**src/design/scrollsPkg.sv**
```systemverilog
package scrollsPkg;

    // ====================
    // geometry
    // ====================

    // all pixel coordinates share one width
    localparam int COORD_W = 16;
    typedef logic [COORD_W-1:0] coord_t;

    // grid pitch and player square side
    localparam int CELL        = 12;
    localparam int PLAYER_SIZE = 12;

    localparam int NUM_LEVELS   = 6;
    localparam int NUM_ROWS     = 6;
    localparam int BARS_PER_ROW = 4;

    // ====================
    // colours
    // ====================
    typedef logic [3:0] color_t;

    localparam color_t COLOR_RED     = 4'd2;
    localparam color_t COLOR_CYAN    = 4'd3;
    localparam color_t COLOR_YELLOW  = 4'd4;
    localparam color_t COLOR_MAGENTA = 4'd5;
    // walls, not drawn by this block
    localparam color_t COLOR_WHITE   = 4'd6;
    // destination square
    localparam color_t COLOR_GREEN   = 4'd7;

    typedef logic [2:0] level_t;

    typedef enum logic [1:0] {
        DIR_STILL,
        DIR_LEFT,
        DIR_RIGHT
    } scrollDir_t;

    // one bar or the destination, 68 bits
    typedef struct packed {
        coord_t vPos;
        coord_t hPos;
        coord_t width;
        coord_t height;
        color_t color;
    } rectDesc_t;

    // one bar as the display sees it, 85 bits
    typedef struct packed {
        rectDesc_t rect;
        coord_t    hOffset;
        logic      visible;
    } barState_t;

    // ====================
    // row and level tables
    // ====================

    // grid row of each scroll, vPos is CELL times this
    localparam int ROW_ROW_NUM [NUM_ROWS] = '{5, 10, 17, 22, 29, 34};
    localparam scrollDir_t ROW_DIR [NUM_ROWS] = '{
        DIR_RIGHT, DIR_LEFT, DIR_RIGHT, DIR_LEFT, DIR_RIGHT, DIR_STILL
    };

    // destination column per level
    localparam int DEST_COL [NUM_LEVELS] = '{16, 8, 31, 2, 24, 28};
    localparam int DEST_COL_FALLBACK     = 31;
    localparam int DEST_VPOS             = 12;
    localparam int DEST_HBASE            = 128;

    // player square against a rectangle, edges exclusive
    function automatic logic rectOverlap(
        input coord_t    playerH,
        input coord_t    playerV,
        input rectDesc_t rect
    );
        logic [COORD_W:0] playerRight;
        logic [COORD_W:0] playerBottom;
        logic [COORD_W:0] rectRight;
        logic [COORD_W:0] rectBottom;
        // one extra bit so edges near the top of the range do not wrap
        playerRight  = {1'b0, playerH} + (COORD_W+1)'(PLAYER_SIZE);
        playerBottom = {1'b0, playerV} + (COORD_W+1)'(PLAYER_SIZE);
        rectRight    = {1'b0, rect.hPos} + {1'b0, rect.width};
        rectBottom   = {1'b0, rect.vPos} + {1'b0, rect.height};
        return ({1'b0, playerH} < rectRight) && (playerRight > {1'b0, rect.hPos}) &&
               ({1'b0, playerV} < rectBottom) && (playerBottom > {1'b0, rect.vPos});
    endfunction

endpackage

```
**src/design/scrollRow.sv**
```systemverilog
`timescale 1ns/10ps

module scrollRow #(
    parameter scrollsPkg::coord_t     ROW_V     = 16'd60,
    parameter scrollsPkg::coord_t     ROW_LEFT  = 16'd128,
    parameter scrollsPkg::coord_t     BAR_WIDTH = 16'd128,
    parameter scrollsPkg::coord_t     BAR_PITCH = 16'd128,
    parameter scrollsPkg::scrollDir_t DIR       = scrollsPkg::DIR_STILL,
    parameter scrollsPkg::color_t [scrollsPkg::BARS_PER_ROW-1:0] BAR_COLORS = {
        scrollsPkg::COLOR_MAGENTA, scrollsPkg::COLOR_YELLOW,
        scrollsPkg::COLOR_CYAN, scrollsPkg::COLOR_RED
    }
) (
    input  logic                                               btnClk,
    input  logic                                               rst,
    input  logic                                               visible_i,
    input  scrollsPkg::coord_t                                 playerH_i,
    input  scrollsPkg::coord_t                                 playerV_i,
    input  scrollsPkg::color_t                                 playerColor_i,
    output scrollsPkg::barState_t [scrollsPkg::BARS_PER_ROW-1:0] bars_o,
    output logic                                               blocked_o
);

    // full wrap length of the bar pattern
    localparam scrollsPkg::coord_t SPAN =
        scrollsPkg::coord_t'(scrollsPkg::BARS_PER_ROW * BAR_PITCH);

    scrollsPkg::coord_t                   hOffset;
    scrollsPkg::coord_t                   barPos [scrollsPkg::BARS_PER_ROW];
    logic [scrollsPkg::BARS_PER_ROW-1:0]  barBlocks;

    // ====================
    // offset counter
    // ====================
    always_ff @(posedge btnClk) begin
        if (rst) begin
            hOffset <= '0;
        end else if (visible_i) begin
            case (DIR)
                scrollsPkg::DIR_RIGHT: begin
                    // wrap at the end of the span
                    hOffset <= (hOffset == SPAN - 1'b1) ? '0 : hOffset + 1'b1;
                end
                scrollsPkg::DIR_LEFT: begin
                    hOffset <= (hOffset == '0) ? SPAN - 1'b1 : hOffset - 1'b1;
                end
                default: begin
                    hOffset <= hOffset;
                end
            endcase
        end
        // hidden row keeps its place
    end

    // ====================
    // bar descriptors
    // ====================
    always_comb begin
        for (int i = 0; i < scrollsPkg::BARS_PER_ROW; i++) begin
            // slot of bar i shifted by the offset, folded into the span
            barPos[i] = scrollsPkg::coord_t'(i * BAR_PITCH) + hOffset;
            if (barPos[i] >= SPAN) begin
                barPos[i] = barPos[i] - SPAN;
            end
            bars_o[i].rect.vPos   = ROW_V;
            bars_o[i].rect.hPos   = ROW_LEFT + barPos[i];
            bars_o[i].rect.width  = BAR_WIDTH;
            bars_o[i].rect.height = scrollsPkg::coord_t'(scrollsPkg::CELL);
            bars_o[i].rect.color  = BAR_COLORS[i];
            bars_o[i].hOffset     = hOffset;
            bars_o[i].visible     = visible_i;
            // same colour lets the player through
            barBlocks[i] = visible_i
                         && scrollsPkg::rectOverlap(playerH_i, playerV_i, bars_o[i].rect)
                         && (BAR_COLORS[i] != playerColor_i);
        end
    end

    assign blocked_o = |barBlocks;

endmodule

```
**config.mk**
```make
export PLATFORM = sky130hd
export DESIGN_NAME = scrollRow
export DESIGN_NICKNAME = d
export VERILOG_FILES = /design/src/design/scrollsPkg.sv /design/src/design/scrollRow.sv
export SDC_FILE = /design/constraint.sdc
export NUM_CORES = 1
export LEC_CHECK = 0
export BUFFER_PORTS_ARGS = -buffer_cell sky130_fd_sc_hd__buf_2
export CORE_AREA = 2 2 148 150
export DETAILED_ROUTE_END_ITERATION = 16
export DIE_AREA = 0 0 150 152
export PLACE_DENSITY = 0.47
export RECOVER_POWER = 100
export SETUP_SLACK_MARGIN = 0.4
export SKIP_LAST_GASP = 1
export SYNTH_ARGS = -nofsm -noshare
export SYNTH_HDL_FRONTEND = slang
export SYNTH_SLANG_ARGS = --single-unit
```
**constraint.sdc**
```tcl
create_clock -name btnClk -period 4.4 [get_ports btnClk]
set_clock_uncertainty 0.2 [all_clocks]
set_input_delay 0.44 -clock btnClk [delete_from_list [all_inputs] [get_ports btnClk]]
set_output_delay 0.44 -clock btnClk [all_outputs]
set_load 0.02 [all_outputs]
```
==> flow_summary.yaml, run 1 <==
status:
  outcome: "completed"
critical_path:
  path_buf_inv: 3
  slowest_stage: "nand3b_1"
  cp_data_required_time_ns: 3.76
  max_stage_delay_ns: 0.38
  startpoint: "playerH_i[2]"
  worstPathMaxFanout: 7
  crit_chain: "buf_2, inv_1, ha_1, nand3b_1, nor3_1, o21ai_1, o41ai_1, nand3_1, o31ai_1, a21oi_1, o21a_1, buf_2"
  worstSetupPathType: "primary input to primary output"
  crit_top_cell: "buf_2"
  crit_family: "simple AND/OR/NAND/NOR gates"
  worst_ep_arrival_time_ns: 2.73
  cp.depth: 12
  crit_path_start_kind: "primary input"
  crit_path_end_kind: "primary output"
power:
  power_density_nw_per_um2: 132
  peakVddDrop_mv: 0.0364
  leakage_uw: 0.00147
timing:
  finalWorstSetupSlack_ns: 1.03
  setup_viol: 0
  fin_crit_ns: 3.37
  fin_hold_ws_ns: 0.993
  hold_violations: 0
  slew_violations: 0
  finalCritPeriodShare: 0.766
  grt_setup_unrepaired: "false"
  max_freq_mhz: 297
  final.setup.tns_ns: 0
synth:
  yosysSeqAreaShare: 0
  synth_warnings: 0
  ys_types: 40
  syn_inst: 452
  syn_area_sq_um: 3250
  avgSynthCellArea_sq_um: 7.19
die:
  design.core.area_sq_um: 21400
  die_h_um: 152
  io_pins: 380
  die_w_um: 150
  die_area_sq_um: 22800
  rows: 54
  initial_core_util: 0.152
cells_and_area:
  area_delta_synth_final_pct: -23.1
  drive_gt1_frac: 0.0905
  fin_nets: 531
  nFlopsAndLatches: 0
  register_area_sq_um: 0
  finalNonFillerCells: 768
  multi_input_area_sq_um: 1920
  fin_util: 0.117
  layout_common_cells: "conb_1, buf_2, nor2_1"
  final_common_cell: "conb_1"
  clockBufferCount: 0
  fill_cells: 2543
route:
  drtIter0Drc: 25
  wirelength_um: 4970
  final_antenna_net_count: 0
  dr.pass1.iters: 4
  drc: 0
  dr_total_vias: 1857
  wl_per_cell_um: 6.47
  drt-vias-per-instance: 2.42
global_route:
  grt-ovfl-total: 0
  grt_pass1_wl_um: 5750
  grt_pass1_vias: 1049
  grt_max_degree: 10
  antenna_found_initial: 0
  track_usage: 0.0314
worst_hold_path:
  holdPathStages: 2
  hold_path_class: "primary input to primary output"
  hp-start: "visible_i"
placement:
  place_ws_ns: 1.14
  place.port_buffers: 42
  post-dp-hpwl_um: 4710
  dp.cells: 766
  gp_congestion: 0.709
clock_tree:
  post_cts_buffers: 0
  cts_resized: 0
  holdBufCountCts: 0
flow_run:
  cap_viol_max_count: 0
==> where the power goes <==
part | switching, uW | internal, uW | leakage (uW)
combinational | 300 | 29.7 | 0.00147
sequential | 0 | 0 | 0
clock | 0 | 0.0000607 | 0.0000000127
==> per-stage QoR <==
step	area (sq um)	total power [uW]
6_report	2500	330
3_5_place_dp	2500	323
2_1_floorplan	4510	517
3_3_place_gp	2500	323
4_1_cts	2500	324
5_1_grt	2490	355
==> metal layers <==
layer,vias to the layer above,GRT usage,part of all wire
li1,849,-,-
met5,-,0,0
met1,817,0.0424,0.35
met3,0,0.00571,0.16
met2,191,0.0552,0.49
met4,0,0,0
==> cell families (layout without fill, tap and decap cells) <==
kind of cell,Yosys count,in the layout,share of synthesized area
buf+inv,348,48,0.795
xor+xnor,3,3,0.00808
fa+ha+maj,4,4,0.0154
other cells,2,338,0.00231
mux,1,1,0.00346
simple gates,57,57,0.0966
compound gates,37,37,0.0793
==> synth_stat cells (2+ instances only) <==
master	instances	area share
o22ai_1	2	0.0038
o31ai_1	3	0.0069
a21oi_1	11	0.017
o21bai_1	2	0.0046
o41ai_1	2	0.0054
o21ai_0	3	0.0046
conb_1	2	0.0023
nor2_1	15	0.017
nor3_1	7	0.011
nor4_1	3	0.0058
ha_1	4	0.015
nand4_1	4	0.0077
buf_2	2	0.0031
o21a_1	3	0.0069
inv_1	6	0.0069
buf_4	340	0.78
o31a_1	2	0.0054
nand2_1	9	0.010
nand3_1	9	0.014
xor2_1	3	0.0081
==> cell type report <==
| type | instances | share of cell area |
|---|---|---|
| inverters | 6 | 0.00901 |
| repair buffers | 42 | 0.0821 |
| multi-input cells | 438 | 0.767 |
| well taps | 280 | 0.140 |
| diodes | 2 | 0.00200 |
==> worst paths after layout <==
path | endpoint | slack, ns
worst max-delay path | blocked_o | 1.03
worst min-delay path | bars_o[0] | 0.99
Power figures use the tool's default switching activity.
==> inputs of run 2 (changes only) <==
CORE_AREA = 2 2 149 151   (was 2 2 148 150)
DIE_AREA = 0 0 151 153   (was 0 0 150 152)
clock period = 3.5 ns   (was 4.4 ns; I/O delays follow)
==> run 2 against run 1 <==
Compared with the run above:
- critical path depth fell by 1
- global-route usage is essentially flat
- total power increased by 27%
- wire length increased by 3.1%
- die area grew 1.3%
- cell count is 0.26% higher
- largest cell class unchanged
- largest power group unchanged
==> flow_summary.yaml, run 2 (same netlist as run 1, synthesis figures left out) <==
status:
  outcome: "completed"
critical_path:
  worst_ep_arrival_time_ns: 2.35
  cp_data_required_time_ns: 2.95
  path_buf_inv: 3
  crit_path_end_kind: "primary output"
  worstPathMaxFanout: 6
  crit_path_start_kind: "primary input"
  max_stage_delay_ns: 0.32
  slowest_stage: "nor3b_1"
  worstSetupPathType: "primary input to primary output"
  crit_chain: "buf_2, inv_1, ha_1, nor3b_1, or2_2, a21oi_1, a21oi_1, nor3_1, nor3_1, o21a_1, clkbuf_1"
  crit_family: "simple AND/OR/NAND/NOR gates"
timing:
  finalWorstSetupSlack_ns: 0.599
  slew_headroom: 0.601
  fin_hold_ws_ns: 0.788
  fin_crit_ns: 2.90
  hold_violations: 0
  final.setup.tns_ns: 0
  finalCritPeriodShare: 0.829
  max_freq_mhz: 345
  tightest_slew_ns: 0.591
  slew_violations: 0
  grt_setup_unrepaired: "false"
  setup_viol: 0
power:
  peakVddDrop_mv: 0.0447
  leakage_uw: 0.00149
  power_density_nw_per_um2: 165
placement:
  place_ws_ns: 0.424
  gp_congestion: 0.640
  post-dp-hpwl_um: 4890
  dp.cells: 767
  place.port_buffers: 42
global_route:
  grt-ovfl-total: 0
  grt_max_degree: 10
  antenna_found_initial: 4
  track_usage: 0.0319
  grt_pass1_wl_um: 5820
  grt_pass1_vias: 1106
cells_and_area:
  fin_nets: 532
  multi_input_area_sq_um: 1950
  final_common_cell: "conb_1"
  fill_cells: 2534
  clockBufferCount: 0
  finalNonFillerCells: 770
  drive_gt1_frac: 0.0965
  layout_common_cells: "conb_1, buf_2, nor2_1"
  register_area_sq_um: 0
  area_delta_synth_final_pct: -22.0
  nFlopsAndLatches: 0
worst_hold_path:
  hold_end: "bars_o[255]"
  hp-start: "visible_i"
  holdPathStages: 2
  hold_path_class: "primary input to primary output"
die:
  die_area_sq_um: 23100
  design.core.area_sq_um: 21500
  initial_core_util: 0.151
  die_w_um: 151
  io_pins: 380
  die_h_um: 153
  rows: 54
route:
  dr.pass1.iters: 4
  wirelength_um: 5120
  drc: 0
  final_antenna_net_count: 0
  dr_total_vias: 1871
  drtIter0Drc: 18
  wl_per_cell_um: 6.65
  drt-vias-per-instance: 2.43
flow_run:
  cap_viol_max_count: 0
clock_tree:
  post_cts_buffers: 0
[run 2: worst max-delay path by stage]
stage                            start        end  slack [ns]  cells past startpoint
final                     playerV_i[3]  blocked_o        0.60                     11
after CTS                 playerH_i[2]  blocked_o        0.42                     12
after detailed placement  playerH_i[2]  blocked_o        0.42                     12
after global routing      playerV_i[3]  blocked_o        0.32                     11
after floorplan           playerH_i[2]  blocked_o         1.0                      9
after global placement    playerH_i[2]  blocked_o        0.45                     12
[run 2: power by group]
| group | switching [uW] | total [uW] | internal (uW) |
|---|---|---|---|
| sequential | 0 | 0 | 0 |
| combinational | 379 | 418 | 39.0 |
| clock | 0 | 0.000115 | 0.000115 |
| total | 379 | 418 | 39.0 |
[run 2: area by class of cell]
| class | instances | share of cell area |
|---|---|---|
| Multi-Input combinational cell | 438 | 0.767 |
| Timing Repair Buffer | 43 | 0.0833 |
| Antenna cell | 3 | 0.00296 |
| Inverter | 6 | 0.00888 |
| Tap cell | 280 | 0.138 |
[run 2: repair_timing]
item                       in CTS  in global routing
resized for setup               0                  4
setup endpoints to repair       0                  1
hold buffers                    0                  0
hold endpoints to repair        0                  0
[run 2: per-stage QoR]
| stage | cell area (sq um) | util | total power (uW) |
|---|---|---|---|
| 5_1_grt | 2530 | 0.118 | 452 |
| 3_5_place_dp | 2510 | 0.117 | 407 |
| 2_1_floorplan | 4510 | - | 650 |
| 4_1_cts | 2510 | 0.117 | 408 |
| 3_3_place_gp | 2510 | 0.117 | 407 |
| 6_report | 2540 | 0.118 | 418 |
[run 2: layer usage]
metal,up-vias,wire (um),GRT usage
met5,-,13,0
met4,2,1,0.000445
met3,2,946,0.0113
met2,197,2560,0.0584
met1,815,1600,0.0376
li1,855,-,-
