**config.mk**
```make
export PLATFORM = sky130hd
export DESIGN_NAME = destTarget
export DESIGN_NICKNAME = d
export VERILOG_FILES = /design/src/design/scrollsPkg.sv /design/src/design/destTarget.sv
export SDC_FILE = /design/constraint.sdc
export NUM_CORES = 1
export LEC_CHECK = 0
export ABC_AREA = 0
export BUFFER_PORTS_ARGS = -buffer_cell sky130_fd_sc_hd__buf_2
export CORE_MARGIN = 2
export CORE_UTILIZATION = 41
export DETAILED_ROUTE_END_ITERATION = 10
export PLACE_DENSITY = 0.79
export SLEW_MARGIN = 20
export SYNTH_ARGS = -nofsm -noshare
export SYNTH_HDL_FRONTEND = slang
export SYNTH_SLANG_ARGS = --single-unit
```
**constraint.sdc**
```tcl
create_clock -name btnClk -period 1.9 [get_ports btnClk]
set_input_delay 0 -clock btnClk [delete_from_list [all_inputs] [get_ports btnClk]]
set_output_delay 0 -clock btnClk [all_outputs]
set_load 0.01 [all_outputs]
```
**src/design/scrollsPkg.sv**
```systemverilog
package scrollsPkg;

    // ====================
    // geometry
    // ====================

    // all pixel coordinates share one width
    localparam int COORD_W = 16;
    typedef logic [COORD_W-1:0] coord_t;

    // grid pitch and player square side
    localparam int CELL        = 12;
    localparam int PLAYER_SIZE = 12;

    localparam int NUM_LEVELS   = 6;
    localparam int NUM_ROWS     = 6;
    localparam int BARS_PER_ROW = 4;

    // ====================
    // colours
    // ====================
    typedef logic [3:0] color_t;

    localparam color_t COLOR_RED     = 4'd2;
    localparam color_t COLOR_CYAN    = 4'd3;
    localparam color_t COLOR_YELLOW  = 4'd4;
    localparam color_t COLOR_MAGENTA = 4'd5;
    // walls, not drawn by this block
    localparam color_t COLOR_WHITE   = 4'd6;
    // destination square
    localparam color_t COLOR_GREEN   = 4'd7;

    typedef logic [2:0] level_t;

    typedef enum logic [1:0] {
        DIR_STILL,
        DIR_LEFT,
        DIR_RIGHT
    } scrollDir_t;

    // one bar or the destination, 68 bits
    typedef struct packed {
        coord_t vPos;
        coord_t hPos;
        coord_t width;
        coord_t height;
        color_t color;
    } rectDesc_t;

    // one bar as the display sees it, 85 bits
    typedef struct packed {
        rectDesc_t rect;
        coord_t    hOffset;
        logic      visible;
    } barState_t;

    // ====================
    // row and level tables
    // ====================

    // grid row of each scroll, vPos is CELL times this
    localparam int ROW_ROW_NUM [NUM_ROWS] = '{5, 10, 17, 22, 29, 34};
    localparam scrollDir_t ROW_DIR [NUM_ROWS] = '{
        DIR_RIGHT, DIR_LEFT, DIR_RIGHT, DIR_LEFT, DIR_RIGHT, DIR_STILL
    };

    // destination column per level
    localparam int DEST_COL [NUM_LEVELS] = '{16, 8, 31, 2, 24, 28};
    localparam int DEST_COL_FALLBACK     = 31;
    localparam int DEST_VPOS             = 12;
    localparam int DEST_HBASE            = 128;

    // player square against a rectangle, edges exclusive
    function automatic logic rectOverlap(
        input coord_t    playerH,
        input coord_t    playerV,
        input rectDesc_t rect
    );
        logic [COORD_W:0] playerRight;
        logic [COORD_W:0] playerBottom;
        logic [COORD_W:0] rectRight;
        logic [COORD_W:0] rectBottom;
        // one extra bit so edges near the top of the range do not wrap
        playerRight  = {1'b0, playerH} + (COORD_W+1)'(PLAYER_SIZE);
        playerBottom = {1'b0, playerV} + (COORD_W+1)'(PLAYER_SIZE);
        rectRight    = {1'b0, rect.hPos} + {1'b0, rect.width};
        rectBottom   = {1'b0, rect.vPos} + {1'b0, rect.height};
        return ({1'b0, playerH} < rectRight) && (playerRight > {1'b0, rect.hPos}) &&
               ({1'b0, playerV} < rectBottom) && (playerBottom > {1'b0, rect.vPos});
    endfunction

endpackage

```
**src/design/destTarget.sv**
```systemverilog
`timescale 1ns/10ps

module destTarget (
    input  logic                  btnClk,
    input  logic                  rst,
    input  scrollsPkg::coord_t    destHPos_i,
    input  logic                  levelChange_i,
    input  scrollsPkg::coord_t    playerH_i,
    input  scrollsPkg::coord_t    playerV_i,
    output scrollsPkg::rectDesc_t dest_o,
    output logic                  levelComplete_o
);

    logic playerOnDest;

    // ====================
    // green target square
    // ====================
    always_comb begin
        dest_o.vPos   = scrollsPkg::coord_t'(scrollsPkg::DEST_VPOS);
        dest_o.hPos   = destHPos_i;
        dest_o.width  = scrollsPkg::coord_t'(scrollsPkg::CELL);
        dest_o.height = scrollsPkg::coord_t'(scrollsPkg::CELL);
        dest_o.color  = scrollsPkg::COLOR_GREEN;
    end

    assign playerOnDest = scrollsPkg::rectOverlap(playerH_i, playerV_i, dest_o);

    // ====================
    // completion flag
    // ====================
    always_ff @(posedge btnClk) begin
        if (rst) begin
            levelComplete_o <= 1'b0;
        end else if (levelChange_i) begin
            // new level starts uncompleted
            levelComplete_o <= 1'b0;
        end else if (playerOnDest) begin
            levelComplete_o <= 1'b1;
        end
        // otherwise sticky
    end

endmodule

```
==> results of run 1 <==
-- kinds of logic (layout without fill, tap and decap cells) --
logic type,count (synthesis),in the layout,share of synthesized area (%)
buffers and inverters,92,122,29.6
multiplexers,3,3,1.54
AO/OA/AOI/OAI,44,44,14.7
XOR/XNOR,24,24,10.4
other,2,52,0.371
adder cells (fa/ha/maj),34,34,21.0
AND/OR/NAND/NOR,78,78,21.4
flip-flops,1,1,0.988
-- repair_timing --
| item | in CTS | in global routing |
|---|---|---|
| pin swaps | 22 | 10 |
| resized for setup | 33 | 7 |
| hold endpoints to repair | 0 | 0 |
| setup buffers | 2 | 1 |
| endpoints found under the setup margin | 1 | 1 |
| hold buffers | 0 | 0 |
-- placed cells by master (no fill, tap or decap), types with 3 or more instances in the layout --
| cell | instances |
|---|---|
| a21o_1 | 5 |
| a21oi_1 | 9 |
| buf_2 | 61 |
| buf_4 | 30 |
| buf_6 | 6 |
| conb_1 | 52 |
| ha_1 | 32 |
| inv_1 | 20 |
| inv_2 | 4 |
| nand2_1 | 12 |
| nand3_1 | 7 |
| nand4_1 | 9 |
| nor2_1 | 16 |
| nor3_1 | 6 |
| nor3_2 | 4 |
| o2111ai_1 | 3 |
| o21ai_0 | 8 |
| o21ai_1 | 3 |
| xnor2_1 | 19 |
| xor2_1 | 4 |
-- report_power, final --
part / switching, uW / leakage, uW / internal (uW)
Clock: 0 / 0 / 0
Combinational: 293 / 0.00132 / 230
Sequential: 0.000824 / 0.00000805 / 21.4
-- how the worst min path moves through the flow --
stage,startpoint,to,depth (start not counted)
6_report,destHPos_i[1],dest_o[37],2
5_1_grt,destHPos_i[1],dest_o[37],2
4_1_cts,destHPos_i[1],dest_o[37],2
3_5_place_dp,destHPos_i[1],dest_o[37],2
3_3_place_gp,destHPos_i[1],dest_o[37],2
2_1_floorplan,destHPos_i[0],dest_o[36],1
-- cell usage after synthesis, types with 3 or more instances --
cell / number / share of area [%]
inv_1: 24 / 4.4
a21o_1: 5 / 1.9
nand4_1: 9 / 2.8
ha_1: 34 / 21
nand2_1: 14 / 2.6
o2111ai_1: 3 / 1.3
nand3_1: 9 / 2.2
a21oi_1: 10 / 2.5
nor3_1: 10 / 2.5
buf_4: 68 / 25
xnor2_1: 20 / 8.6
xor2_1: 4 / 1.7
o21ai_0: 11 / 2.7
nor2_1: 18 / 3.3
-- layer usage --
metal  part of all wire [%]  wire [um]
met2                     50       2490
met5                      0          0
met4                    1.1         55
met1                     42       2080
met3                    7.1        355
-- area by class of cell --
cell class	count	share of cell area (%)
inverters	24	3.56
flip-flops and latches	1	0.791
multi-input cells	235	68.1
repair buffers	98	24.2
well taps	67	3.31
-- per-stage QoR --
stage	utilization [%]	area (um^2)	TNS [ns]	hold slack (ns)
2_1_floorplan	-	2230	0	0.0918
3_3_place_gp	49.4	2350	-0.216	0.198
3_5_place_dp	49.4	2350	-0.262	0.205
4_1_cts	52.4	2490	-0.0494	0.206
5_1_grt	53.3	2530	-0.172	0.209
6_report	53.3	2530	-0.0557	0.201
==> metrics.md, run 1 <==
| Metric | Value |
|---|---|
| Final min period | `slightly below 2 ns` |
| Worst vdd ir | `~0.000091 V` |
| Initial drt markers | `50` |
| R2R Path Start | `levelComplete_o` |
| Remaining antenna violation count after routing | `0` |
| Nets@finish | `approximately 450` |
| Max reg flops | `1` |
| Critical Path RT | `between 1.5 and 2 ns` |
| Most used cell along the critical path | `a21o_1` |
| Average wire per standard cell | `11.7 um` |
| Final Hold Viols | `0` |
| Total chip power | `roughly 540 uW` |
| DR pass1 iterations | `4` |
| Vias in the first global route | `around 1,800` |
| Outcome | `complete, but fails checks` |
| Reg-to-reg slack, setup | `between 1 and 1.5 ns` |
| Worst EP arrival | `1.89 ns` |
| R2R Path End | `levelComplete_o` |
| Multi-input logic area | `approximately 1700 um^2` |
| Pin count of the biggest net entering global routing | `8` |
| Critical path endpoint category | `flip-flop` |
| GRT Util Overall | `17.4%` |
| Worst slack, placed | `-0.262 ns` |
| Period utilization | `103%` |
| # diodes | `0` |
| Detailed Route WL | `4.97 mm` |
| Starting Density | `a little over two fifths` |
| Top delay family on crit path | `compound AO/OA/AOI/OAI gates` |
| CP Max Fanout | `5` |
| CP startpoint | `destHPos_i[3]` |
| Area delta synth->final | `25.0%` |
| Failing checks | `setup timing` |
| CP max stage delay | `0.29 ns` |
| Final setup viols | `1` |
| Unrepaired setup endpoints after global routing | `true` |
| Placer congestion estimate | `roughly 0.9` |
| Die Y-Extent | `about 74 um` |
| Crit path depth | `13` |
| Number of fill cells in the layout | `approximately 460` |
| Placed cells | `between 400 and 500` |
| Most flop-heavy register | `levelComplete_o` |
| FF+latch area | `between 20 and 25 um^2` |
| Initial antenna violation count | `0` |
| Insertion delay to the later sink of the worst-skew pair | `0 ns` |
| Cell variety after synth | `44` |
| GRT met2 Usage | `33.3%` |
| Yosys warns | `0` |
| Remaining DRCs | `0` |
| First-pass GRT wire length | `between 7 and 8 mm` |
| FF-to-FF path depth | `2` |
| CP Launch Type | `input port` |
| Die Width | `approximately 74 um` |
| Asr flop ratio synth | `0%` |
| Pwr dens | `roughly 210 nW/um^2` |
| Slew Viols, Final | `0` |
| Max Cap Viol | `0` |
| F_max | `0.511 GHz` |
| Post-Syn Area per Cell | `roughly 7.3 um^2` |
| Detailed placement HPWL | `4.11 mm` |
| Main synth FF type | `dfxtp_1` |
| Buffers and inverters on the worst path | `3` |
| Setup ws final | `-0.0557 ns` |
| Layout cells sized above 1 | `36.0%` |
| CTS clk-pin slew, worst paths | `0 ns` |
| Die Footprint | `approximately 5500 um^2` |
| Clock Skew | `0 ns` |
| CP max-delay cell | `ha_1` |
| Crit-path cells | `buf_2 -> inv_2 -> ha_4 -> nor3_4 -> buf_6 -> nand2_2 -> xnor2_2 -> ha_1 -> a21o_1 -> a21o_1 -> and3b_1 -> a31oi_2 -> o21ai_1` |
| Worst hold path class | `input port to output port` |
| Most Used Layer, Global Route | `met2` |
| Gr ovfl total | `0` |
| Via-per-instance ratio | `4.84` |
| Kind of critical path | `input port to flip-flop` |
| Leakage power | `between 0.001 and 0.0015 uW` |
| Seq cells post-synth | `1` |
| CP endpoint | `levelComplete_o` |
| EDFF count, synth | `0` |
| Sequential fraction of the synthesis area | `0.988%` |
| M3 GR Usage | `0.813%` |
| Port buffer count | `between 60 and 70` |
| Core area | `between 4000 and 5000 um^2` |
| Cell count after synthesis | `around 280` |
| Layout Cells excl Fill | `around 430` |
| Met1 Usage GRT | `between 20% and 30%` |
| IO Count | `120` |
| Cell Area, Synth | `2030 um^2` |
| Biggest regs | `levelComplete_o (1)` |
| Std cell rows | `25` |
| DR vias | `around 2,100` |
Note: power is estimated with default switching activity, not from simulation.
==> inputs of run 2 (changes only) <==
--- a/config.mk
+++ b/config.mk
@@ -8,9 +8,9 @@
 export ABC_AREA = 0
 export BUFFER_PORTS_ARGS = -buffer_cell sky130_fd_sc_hd__buf_2
 export CORE_MARGIN = 2
-export CORE_UTILIZATION = 41
+export CORE_UTILIZATION = 49
 export DETAILED_ROUTE_END_ITERATION = 10
-export PLACE_DENSITY = 0.79
+export PLACE_DENSITY = 0.89
 export SLEW_MARGIN = 20
 export SYNTH_ARGS = -nofsm -noshare
 export SYNTH_HDL_FRONTEND = slang
==> constraint.sdc (replaced) <==
create_clock -name btnClk -period 2.53 [get_ports btnClk]
set_input_delay 0 -clock btnClk [delete_from_list [all_inputs] [get_ports btnClk]]
set_output_delay 0 -clock btnClk [all_outputs]
set_load 0.01 [all_outputs]
==> run 2 against run 1 <==
Net effect: the run now ends clean; sequential share of layout area rose by 0.16 points; first-iteration DRC count rose by 20%; hold slack got worse by 0.0036 ns; die area fell by 15%; sequential cell count did not move; register-to-register slack improved by 0.64 ns; via count fell by 8.2%; combinational power fell by 39%; worst setup slack improved by 0.34 ns; clock skew did not move; highest routed layer unchanged.
==> metrics.md, run 2 (synthesis results as in run 1) <==
| Metric | Value |
|---|---|
| CP Launch Type | `input port` |
| DR vias | `around 1,900` |
| Critical Path RT | `2.46 ns` |
| Nets@finish | `between 400 and 500` |
| Post-CTS setup buffer count | `0` |
| Setup tns final | `0 ns` |
| Placed cells | `around 380` |
| Insertion delay to the later sink of the worst-skew pair | `0 ns` |
| Starting Density | `a little over 50%` |
| Leakage power | `about 0.0011 uW` |
| IO Count | `120` |
| Via-per-instance ratio | `between 4 and 5` |
| Port buffer count | `67` |
| Layout Cells excl Fill | `around 380` |
| Kind of critical path | `input port to flip-flop` |
| Vias in the first global route | `about 1,700` |
| Detailed placement HPWL | `roughly 3.8 mm` |
| Gr ovfl total | `0` |
| Biggest regs | `levelComplete_o (1)` |
| # diodes | `0` |
| Worst slack, placed | `0.202 ns` |
| Setup ws final | `roughly 0.28 ns` |
| Placer congestion estimate | `approximately 0.86` |
| Pwr dens | `between 150 and 200 nW/um^2` |
| Max-slew headroom at the worst pin | `68.2%` |
| Slew Viols, Final | `0` |
| Layout cells sized above 1 | `a little under a quarter` |
| Final Hold Viols | `0` |
| Remaining DRCs | `0` |
| Unrepaired setup endpoints after global routing | `false` |
| Initial drt markers | `60` |
| Total chip power | `334 uW` |
| Number of fill cells in the layout | `between 400 and 500` |
| Most frequent cells in the layout | `buf_2, conb_1, ha_1` |
| Average wire per standard cell | `approximately 11 um` |
| GRT Util Overall | `~17%` |
| Worst-Margin Slew | `about 0.47 ns` |
| First-pass GRT wire length | `~6.5 mm` |
| Worst hold path class | `input port to output port` |
| Max Cap Viol | `0` |
| Core area | `around 4000 um^2` |
| Most flop-heavy register | `levelComplete_o` |
| Die Y-Extent | `approximately 68 um` |
| Outcome | `finished clean` |
| Area delta synth->final | `4.32%` |
| Hold WS | `slightly below 0.2 ns` |
| Max reg flops | `1` |
| Most common cell after layout, fill and taps aside | `buf_2` |
| Reg-to-reg slack, setup | `2.02 ns` |
| Detailed Route WL | `around 4.2 mm` |
| Clock Skew | `0 ns` |
| Worst vdd ir | `0.0000583 V` |
| Critical path endpoint category | `flip-flop` |
| Final min period | `around 2.2 ns` |
| DR pass1 iterations | `4` |
| CP Max Fanout | `5` |
| Pin count of the biggest net entering global routing | `8` |
| CTS clk-pin slew, worst paths | `0 ns` |
| Die Footprint | `between 4000 and 5000 um^2` |
| Remaining antenna violation count after routing | `0` |
| Period utilization | `between 80 and 90%` |
| Die Width | `approximately 70 um` |
| Final setup viols | `0` |
| Std cell rows | `23` |
| Initial antenna violation count | `0` |
| Worst EP arrival | `2.18 ns` |
| F_max | `between 0.4 and 0.5 GHz` |
==> run 2: changes by cell type in the layout (fill, tap and decap cells not counted), sizes merged <==
cell  before  now
buf       98   68
==> run 2: final timing paths <==
kind                                      start               to  cells past startpoint
worst min-delay path              destHPos_i[7]       dest_o[43]                      2
worst max register to register  levelComplete_o  levelComplete_o                      2
worst max-delay path               playerH_i[2]  levelComplete_o                     13
worst min register to register  levelComplete_o  levelComplete_o                      2
==> run 2: per-stage QoR <==
| stage | utilization [%] | cell area (um^2) |
|---|---|---|
| final | 52.8 | 2110 |
| after global routing | 52.8 | 2110 |
| after detailed placement | 52.7 | 2110 |
| after floorplan | - | 2210 |
| after global placement | 52.7 | 2110 |
| after CTS | 52.7 | 2110 |
==> run 2: cell type report <==
type / count / area (um^2) / area share (%)
Inverter: 24 / 90.1 / 4.26
Multi-Input combinational cell: 235 / 1600 / 75.6
Sequential cell: 1 / 20.0 / 0.947
Tap cell: 50 / 62.6 / 2.96
Timing Repair Buffer: 68 / 343 / 16.2
==> run 2: critical path, cell delays in order <==
cell and delay (ns):
buf_2 0.10, inv_1 0.06, ha_1 0.23, nand3b_2 0.28, or2b_1 0.27, xnor2_1 0.14, ha_1 0.31, nand2_1 0.08
nor3_2 0.23, inv_1 0.06, o2111ai_1 0.19, o311ai_1 0.12, o21ai_1 0.11
==> run 2: power by group <==
group	total (uW)	internal (uW)	switching, uW
logic	318	126	191
clock network	0	0	0
registers	16.1	16.1	0.000490
total	334	143	191
==> run 2: metal layers <==
| layer | share of wire [%] | vias to the layer above | track usage [%] |
|---|---|---|---|
| li1 | - | 958 | - |
| met5 | 0 | - | 0 |
| met3 | 7.6 | 6 | 1.32 |
| met2 | 50 | 86 | 34.7 |
| met4 | 1.3 | 0 | 2.75 |
| met1 | 41 | 838 | 19.8 |
==> run 2: timing repair <==
item,CTS,global route
gates resized for setup,0,1
setup endpoints to repair,0,1
endpoints found under the hold margin,0,0
hold buffers,0,0
